**src/dataCachePkg.sv**
```systemverilog
package dataCachePkg;

	// data word and byte address width
	localparam int wordBits = 32;

	// bytes per word, also the byte-select width
	localparam int byteLanes = 4;

	// words per cache block
	localparam int blockWords = 4;

	// bytes per cache block
	localparam int blockBytes = blockWords * byteLanes;

	// byte offset inside a block
	// bits 1:0 pick the byte and bits 3:2 pick the word
	localparam int offsetBits = 4;

	// memory block address is the byte address without its offset
	localparam int blockAddrBits = wordBits - offsetBits;

	// one block seen two ways
	// words for read-out and the memory bus, bytes for merging writes
	typedef union packed {
		logic [blockWords-1:0][wordBits-1:0] words;
		logic [blockBytes-1:0][7:0] bytes;
	} blockData;

endpackage
```
**src/dataCache.sv**
```systemverilog
`timescale 1ns/1ps

module dataCache #(
	parameter int indexBits = 4
) (
	input  logic clock,
	input  logic reset,

	// pipeline in
	input  logic ren,
	input  logic wen,
	input  logic [dataCachePkg::wordBits-1:0] addr,
	input  logic [dataCachePkg::byteLanes-1:0] byteSelect,
	input  logic [dataCachePkg::wordBits-1:0] din,

	// pipeline out
	output logic stall,
	output logic [dataCachePkg::wordBits-1:0] dout,

	// memory out
	output logic memRen,
	output logic memWen,
	output logic [dataCachePkg::blockAddrBits-1:0] memBlockAddr,
	output dataCachePkg::blockData memDin,

	// memory in
	input  logic memReadReady,
	input  logic memWriteDone,
	input  dataCachePkg::blockData memDout
);

	// array status to the controller
	logic cacheHit;
	logic cacheDirty;

	// controller strobes to the array
	logic writeBack;
	logic fillEn;

	cacheController cacheController_i (
		.clock        (clock),
		.reset        (reset),
		.ren          (ren),
		.wen          (wen),
		.cacheHit     (cacheHit),
		.cacheDirty   (cacheDirty),
		.memReadReady (memReadReady),
		.memWriteDone (memWriteDone),
		.stall        (stall),
		.memRen       (memRen),
		.memWen       (memWen),
		.writeBack    (writeBack),
		.fillEn       (fillEn)
	);

	cacheArray #(
		.indexBits (indexBits)
	) cacheArray_i (
		.clock        (clock),
		.reset        (reset),
		.ren          (ren),
		.wen          (wen),
		.addr         (addr),
		.byteSelect   (byteSelect),
		.din          (din),
		.fillEn       (fillEn),
		.writeBack    (writeBack),
		.memDout      (memDout),
		.cacheHit     (cacheHit),
		.cacheDirty   (cacheDirty),
		.dout         (dout),
		.memBlockAddr (memBlockAddr),
		.memDin       (memDin)
	);

endmodule

```
**src/cacheArray.sv**
```systemverilog
`timescale 1ns/1ps

module cacheArray #(
	parameter int indexBits = 4
) (
	input  logic clock,
	input  logic reset,

	// pipeline request
	input  logic ren,
	input  logic wen,
	input  logic [dataCachePkg::wordBits-1:0] addr,
	input  logic [dataCachePkg::byteLanes-1:0] byteSelect,
	input  logic [dataCachePkg::wordBits-1:0] din,

	// controller strobes
	input  logic fillEn,
	input  logic writeBack,

	// block returned by memory
	input  dataCachePkg::blockData memDout,

	// line status
	output logic cacheHit,
	output logic cacheDirty,

	// read data for the pipeline
	output logic [dataCachePkg::wordBits-1:0] dout,

	// memory side
	output logic [dataCachePkg::blockAddrBits-1:0] memBlockAddr,
	output dataCachePkg::blockData memDin
);

	import dataCachePkg::*;

	localparam int numLines = 2 ** indexBits;
	localparam int tagBits = wordBits - indexBits - offsetBits;
	localparam int laneBits = $clog2(byteLanes);
	localparam int wordSelBits = offsetBits - laneBits;

	// storage
	logic [numLines-1:0] validBits;
	logic [numLines-1:0] dirtyBits;
	logic [tagBits-1:0] tagArray [numLines];
	blockData dataArray [numLines];

	// address fields
	logic [tagBits-1:0] reqTag;
	logic [indexBits-1:0] reqIndex;
	logic [wordSelBits-1:0] reqWord;

	// addressed line
	logic [tagBits-1:0] lineTag;
	logic lineValid;
	blockData lineBlock;

	// block returned by memory, captured for the fill cycle
	blockData fillBlock;

	logic writeHit;
	blockData mergedBlock;

	assign reqTag = addr[wordBits-1 -: tagBits];
	assign reqIndex = addr[offsetBits +: indexBits];
	assign reqWord = addr[offsetBits-1:laneBits];

	assign lineTag = tagArray[reqIndex];
	assign lineValid = validBits[reqIndex];
	assign lineBlock = dataArray[reqIndex];

	// hit only counts with a request present
	assign cacheHit = (ren || wen) && lineValid && (lineTag == reqTag);
	assign cacheDirty = lineValid && dirtyBits[reqIndex];

	assign writeHit = wen && cacheHit;

	// read word out of the block
	assign dout = lineBlock.words[reqWord];

	// victim address during writeback, else the requested block
	assign memBlockAddr = writeBack ? {lineTag, reqIndex} : addr[wordBits-1:offsetBits];
	assign memDin = lineBlock;

	// replace only the selected bytes of the addressed word
	always_comb begin
		mergedBlock = lineBlock;
		for (int lane = 0; lane < byteLanes; lane++) begin
			if (byteSelect[lane]) begin
				mergedBlock.bytes[reqWord * byteLanes + lane] = din[8 * lane +: 8];
			end
		end
	end

	// memDout is only valid in the memReadReady cycle
	// so the fill in the next cycle uses this copy
	always_ff @(posedge clock) begin
		fillBlock <= memDout;
	end

	// valid and dirty bits
	always_ff @(posedge clock or negedge reset) begin
		if (!reset) begin
			validBits <= '0;
			dirtyBits <= '0;
		end else if (fillEn) begin
			validBits[reqIndex] <= 1'b1;
			dirtyBits[reqIndex] <= 1'b0;
		end else if (writeHit) begin
			dirtyBits[reqIndex] <= 1'b1;
		end
	end

	// tag and data storage
	always_ff @(posedge clock) begin
		if (fillEn) begin
			tagArray[reqIndex] <= reqTag;
			dataArray[reqIndex] <= fillBlock;
		end else if (writeHit) begin
			dataArray[reqIndex] <= mergedBlock;
		end
	end

endmodule

```
**src/cacheController.sv**
```systemverilog
`timescale 1ns/1ps

module cacheController (
	input  logic clock,
	input  logic reset,

	// pipeline request
	input  logic ren,
	input  logic wen,

	// status of the addressed line
	input  logic cacheHit,
	input  logic cacheDirty,

	// memory responses, one-cycle pulses
	input  logic memReadReady,
	input  logic memWriteDone,

	// pipeline stall
	output logic stall,

	// memory request levels
	output logic memRen,
	output logic memWen,

	// array control
	output logic writeBack,
	output logic fillEn
);

	typedef enum logic [2:0] {
		IDLE      = 3'd0,
		MISS      = 3'd1,
		WRITEBACK = 3'd2,
		MEMREAD   = 3'd3,
		FILL      = 3'd4
	} stateType;

	stateType state;
	stateType nextState;

	logic request;

	assign request = ren || wen;

	// state register
	always_ff @(posedge clock or negedge reset) begin
		if (!reset) begin
			state <= IDLE;
		end else begin
			state <= nextState;
		end
	end

	// next state
	always_comb begin
		nextState = state;
		case (state)
			IDLE: begin
				if (request && !cacheHit) begin
					nextState = MISS;
				end
			end
			MISS: begin
				// old block must reach memory before it is replaced
				if (cacheDirty) begin
					nextState = WRITEBACK;
				end else begin
					nextState = MEMREAD;
				end
			end
			WRITEBACK: begin
				if (memWriteDone) begin
					nextState = MEMREAD;
				end
			end
			MEMREAD: begin
				if (memReadReady) begin
					nextState = FILL;
				end
			end
			FILL: begin
				// held request hits on return to idle
				nextState = IDLE;
			end
			default: begin
				nextState = IDLE;
			end
		endcase
	end

	// outputs follow the state
	// idle stall is the only one that looks at the request
	always_comb begin
		stall = 1'b0;
		memRen = 1'b0;
		memWen = 1'b0;
		writeBack = 1'b0;
		fillEn = 1'b0;
		case (state)
			IDLE: begin
				// miss stalls in its first cycle
				stall = request && !cacheHit;
			end
			MISS: begin
				stall = 1'b1;
			end
			WRITEBACK: begin
				stall = 1'b1;
				memWen = 1'b1;
				writeBack = 1'b1;
			end
			MEMREAD: begin
				stall = 1'b1;
				memRen = 1'b1;
			end
			FILL: begin
				stall = 1'b1;
				fillEn = 1'b1;
			end
			default: begin
				stall = 1'b1;
			end
		endcase
	end

endmodule

```
**config.mk**
```make
export PLATFORM = sky130hd
export DESIGN_NAME = dataCache
export DESIGN_NICKNAME = d
export VERILOG_FILES = /design/src/dataCachePkg.sv /design/src/dataCache.sv /design/src/cacheArray.sv /design/src/cacheController.sv
export SDC_FILE = /design/constraint.sdc
export NUM_CORES = 2
export LEC_CHECK = 0
export BUFFER_PORTS_ARGS = -buffer_cell sky130_fd_sc_hd__buf_2
export CORE_ASPECT_RATIO = 0.9
export CORE_MARGIN = 2
export CORE_UTILIZATION = 39
export CTS_CLUSTER_SIZE = 20
export DETAILED_ROUTE_END_ITERATION = 8
export PLACE_DENSITY = 0.59
export SKIP_CTS_REPAIR_TIMING = 1
export SLEW_MARGIN = 20
export SYNTH_ARGS = -nofsm -noshare
export SYNTH_HDL_FRONTEND = slang
export SYNTH_SLANG_ARGS = --single-unit
```
**constraint.sdc**
```tcl
create_clock -name clock -period 10.9 [get_ports clock]
set_input_delay 0.545 -clock clock [delete_from_list [all_inputs] [get_ports clock]]
set_output_delay 0.545 -clock clock [all_outputs]
set_load 0.02 [all_outputs]
```
# Yosys cells after proc, flatten, opt, wreduce, memory -nomap -nowiden
# Memory sizes are Yosys's and may differ from the RTL's.
# Cells that the tools add are included.
# totals
ff_bits	163
latch_bits	0
ram_bits	2432
mem_bits_ro	0
output_inout_bits	191
word_cells	90
mem_count	2
# classes
add_sub_neg	3
mul	0
div_mod_pow	0
magnitude_cmp	11
n_eq_ne	8
n_shift	0
n_mux	42
bitwise_logic	5
reduce_logical	15
# mem_list
memory	depth	word_bits	rd	rd_ports_with_merged_regs	wr	line_no	source
cacheArray_i.dataArray	16	128	1	0	1	cacheArray.sv:46	blockData dataArray [numLines];
cacheArray_i.tagArray	16	24	1	0	1	cacheArray.sv:45	logic [tagBits-1:0] tagArray [numLines];
# ops
op	n
two-way mux 128 bit	5
bitwise mux 128 bit	4
demux 8 bit (select 4 bit)	3
>= comparator 32 x 1 -> 1 bit, second input constant	3
< comparator 32 x 5 -> 1 bit, second input constant	3
binary-select mux 32 bit (select 2 bit)	1
two-way mux 16 bit	2
two-way mux 32 bit	1
two-way mux 8 bit	4
OR 16 bit	2
two-way mux 28 bit	1
equality test 24 bit	1
bitwise AND 16 bit	1
demux 8 bit (select 2 bit)	1
inverter 16 bit	1
two-way mux 1 bit	13
case mux 3 bit (4 select lines)	1
adder 4 x 2 -> 5 bit, second input constant	2
logical AND 1 bit	10
< comparator 4 x 5 -> 1 bit, second input constant	2
two-way mux 3 bit	3
binary-select mux 1 bit (select 4 bit)	2
>= comparator 4 x 1 -> 1 bit, second input constant	2
equality test 3 x 2 -> 1 bit, second input constant	2
other kinds (13)	14

# Logic depth before layout (Yosys ltp)
# depth
depth_word	13
ltp_mapped	16

# Cells and area by module
# From an unflattened synthesis, not the netlist that was laid out.
# unflattened
cells_unflattened	4313
area_unflattened_um2	101198.3
# by_module_without_submodules
module	n_inst	cells_per_inst	area_per_inst_um2	seq_area_each_um2
cacheArray	1	4294	101000.6	76393.3
cacheController	1	19	197.7	75.1

# Worst setup path after synthesis
# OpenSTA, ideal clock, no wires.
# synth_path
path_kind	input to register
from	input port addr[5] (netlist bit)
to	memory cacheArray_i.dataArray[0][0] (netlist bit) (enable)
setup_time_ps	658
arrival_ps	9131
path_slack_ps	1111
path_stages	10
path_cell_list	buf_4 buf_8 mux4_2 mux2_1 a31oi_1 o2111ai_1 or4_1 and4b_1 nand4_1 a21oi_1
# synth_between
elab_chain_cells	9
elab_cells_between_ends	11
classes_between	eq/ne (1); mux (5); bitwise (1); reduce/logical (3); memory (1)
# synth_lines
element	line_no	source
from (decl)	dataCache.sv:12	input logic [dataCachePkg::wordBits-1:0] addr,
branches (longest 9 deep; another with memory (16 x 24 bit))	-	
to (decl)	cacheArray.sv:46	
# Several ways; the timed one is not identified. The select of a mux whose other input is x is not followed.

# Worst setup path in the final report
# layout_path
from	input port addr[5] (netlist bit)
to	memory cacheArray_i.dataArray[9][0] (netlist bit) (enable)
# The elaborated chain is that of the path after synthesis.

==> summary.md <==
| Metric | Value |
|---|---|
| Total vias in the final route | `50800` |
| Clock slew at the register clock pins of the worst setup and hold paths | `0.06 ns` |
| Setup crit start | `addr[5]` |
| IO Pins | `393` |
| Worst hold slack | `0.06469 ns` |
| Setup skew after layout | `0.06538 ns` |
| Result of the run | `completed` |
| Die extent in y | `488.3 um` |
| Capture point of the worst reg-to-reg path | `cacheArray_i.dataArray[9][0]$_DFFE_PP_` |
| FF+latch count, synth | `2595` |
| Slew at the pin with the worst max-slew slack | `1.143 ns` |
| Area added between synthesis and finish | `15.82%` |
| Arrival time at the worst endpoint | `6.74 ns` |
| Power density of the placed cells | `184.3 nW/um2` |
| Final Net Count | `5272` |
| Clock Path Buffers | `4` |
| Number of global-route vias before repair | `49850` |
| Largest stage delay, worst path | `1.01 ns` |
| Synth Area per Inst | `22.99 um2` |
| Terminating pin of the worst hold path | `cacheController_i.state[2]$_DFFE_PN0P_` |
| HP Class | `in -> reg` |
| Average via count per standard cell | `5.844` |
| Ys flop type | `sky130_fd_sc_hd__edfxtp_1` |
| Depth of the most critical reg-to-reg path | `9` |
| Slew headroom | `23.81%` |
| Sink count of the clock tree | `2595` |
| Final core area utilization | `45.47%` |
| Post-layout total power | `21.69 mW` |
| Leading cell types by count after synthesis | `2432 x sky130_fd_sc_hd__edfxtp_1, 747 x sky130_fd_sc_hd__mux4_2, 159 x sky130_fd_sc_hd__mux2_2` |
| Sequential cell area fraction in the yosys report | `75.24%` |
| All-layer global routing usage | `21.92%` |
| Final setup fails | `0` |
| Cell with the biggest individual delay on the critical path | `sky130_fd_sc_hd__a21oi_4` |
| Total clock buffers created by CTS | `279` |
| Slack of the worst reg-to-reg path | `5.32 ns` |
| Fraction of layout cells with a size suffix above 1 | `36.50%` |
| Hold Path Depth | `2` |
| Cell accounting for the most synthesized area | `sky130_fd_sc_hd__edfxtp_1` |
| Num rows | `177` |
| Synthesized netlist net count | `4622` |
| Starting utilization of the core area | `39.26%` |
| Number of synthesized flops with an enable pin | `2432` |
| Maximum number of pins on one net before global-route repair | `134` |
| Initial DRC Count | `6270` |
| Final worst-path cycle share | `57.86%` |
| RR Startpoint | `cacheArray_i.tagArray[8][0]$_DFFE_PP_` |
| Number of hold violations in the final report | `0` |
| Number of routed nets with antenna violations | `0` |
| Port-buffer cells | `390` |
| Sum of overflow across all layers after global routing | `0` |
| Aggregate negative setup slack | `0 ns` |
| Worst hold path startpoint | `memReadReady` |
| Max cap viols | `0` |
| Detailed-routing iteration count for the pre-antenna-repair pass | `6` |
| Cells traversed along the worst timing path | `buf_8 > buf_4 > mux4_2 > mux2_1 > a31oi_1 > o2111ai_1 > or4_1 > and4b_1 > nand4_1 > a21oi_4 > buf_12` |
| Placed wire-length estimate | `165200 um` |
| CTS tree | `done` |
| Antenna violations before repair | `47` |
| Global-route wire length before repair | `403600 um` |
| Avg WL per Cell | `33.86 um` |
| Most common cell in the netlist | `sky130_fd_sc_hd__edfxtp_1` |
| Critical Path RT | `11.33 ns` |
| Total wire length after detailed routing | `294300 um` |
| Core ar. | `258900 um2` |
| Source-to-sink clock delay at the later pin of the worst-skew pair | `0.86 ns` |
| Proportion of netlist area held by the largest area contributor | `71.86%` |
| CP Max Fanout | `84` |
| Highest ir drop seen on vdd | `0.1149 mV` |
| Setup Crit Path Kind | `in -> reg` |
| Number of warning messages in the yosys log | `0` |
| DRC violations left | `0` |
| Routability congestion estimate from global placement | `0.8191` |
| Number of library cell types mapped by synthesis | `65` |
| Static Leak | `38.23 nW` |
| CP endpoint kind | `flip-flop` |
| Root Buffer | `sky130_fd_sc_hd__clkbuf_16` |
| Top cells by area, synth | `sky130_fd_sc_hd__edfxtp_1 72%, sky130_fd_sc_hd__mux4_2 17%, sky130_fd_sc_hd__dfxtp_1 2.5%` |
| Time the final worst path needs with I/O delays and setup | `6.307 ns` |
| Horizontal extent of the die | `542.1 um` |
| Share of synthesized registers carrying an async set or reset | `1.349%` |
| Combined area of all synthesized cells | `101600 um2` |
| Maximum level of the CTS H-tree | `5` |
| Nature of the critical path startpoint | `primary input` |
| Count of mapped cells out of synthesis | `4420` |
| Max-slew violation count | `0` |
| Maximum achievable frequency | `158.5 MHz` |
| Fillers | `21410` |
| Die Footprint | `264700 um2` |
| Setup repair after global routing missed its margin | `false` |
-- cells by family after synthesis --
family | count (synthesis) | share of synthesized area (%)
AOI/OAI and AO/OA | 190 | 1.236
xor gates and xnor gates | 20 | 0.1724
buffers and inverters | 266 | 1.215
and+or+nand+nor | 227 | 1.101
muxes | 1122 | 21.03
DFF | 2595 | 75.24
-- metal layers --
layer	global-route usage, %	share of wire (%)	vias to the layer above	wire length, um
met5	0	0.029	-	86
met4	8.067	4.1	14	12040
met3	4.272	8.6	472	25170
met2	34.41	47	2408	138800
met1	30.48	40	27770	118100
li1	-	-	20140	-
-- stage by stage --
step                area [um2]  std cells  setup slack, ns
finish                  117700       8692            4.593
global placement        107900       8060            3.801
CTS                     116400       8553            4.543
detailed placement      107900       8060            3.772
global route            117700       8684            4.370
floorplan               101600       4420            1.111
-- report_power, final --
group	internal (mW)	switching (mW)
Sequential	11.0	0.0493
Combinational	0.626	1.10
Clock	5.08	3.85
Total	16.7	5.00
-- state kept, by name, indices dropped and copies added, names as in the netlist, named ones only --
name / count
cacheController_i.state: 3
cacheArray_i.dataArray: 2048
cacheArray_i.tagArray: 384
cacheArray_i.validBits: 16
cacheArray_i.fillBlock: 128
-- cells in the final DEF, fill, tap and decap left out, drive strengths merged, types with 21 or more instances in the layout --
cell         count
nand2           79
inv             40
mux2i           95
buf            478
or2             21
a21oi           46
dfrtp           35
mux4           747
dfxtp          128
mux2           280
clkinv          84
dlygate4sd3    129
clkbuf         387
edfxtp        2432
nor2            41
o21ai           39
-- worst max-delay path: cells and delay by family --
kind	cells	cell delay, ns
muxes	2	0.97
and+or+nand+nor	3	1.59
buffers and inverters	3	1.88
AOI/OAI and AO/OA	3	1.53
-- layout make-up --
type                            count  area, um2  share of cell area, %
Inverter                           28      112.6                0.09566
Multi-Input combinational cell   1559      24180                  20.54
Clock buffer                      387       7635                  6.486
Clock inverter                    106      808.3                 0.6866
Antenna cell                        9      22.52                0.01913
Sequential cell                  2595      76470                  64.96
Timing Repair Buffer              607       4228                  3.592
Tap cell                         3401       4255                  3.615
-- worst max-delay path by stage --
stage                                                      to  slack [ns]  cells past startpoint
floorplan              cacheArray_i.dataArray[0][0]$_DFFE_PP_        1.11                     10
global placement     cacheArray_i.dataArray[13][18]$_DFFE_PP_        3.80                     12
detailed placement  cacheArray_i.dataArray[15][125]$_DFFE_PP_        3.77                     12
CTS                                                   dout[5]        4.54                      8
global route                                         dout[27]        4.37                      8
finish                 cacheArray_i.dataArray[9][0]$_DFFE_PP_        4.59                     11
Power figures use the tool's default switching activity.
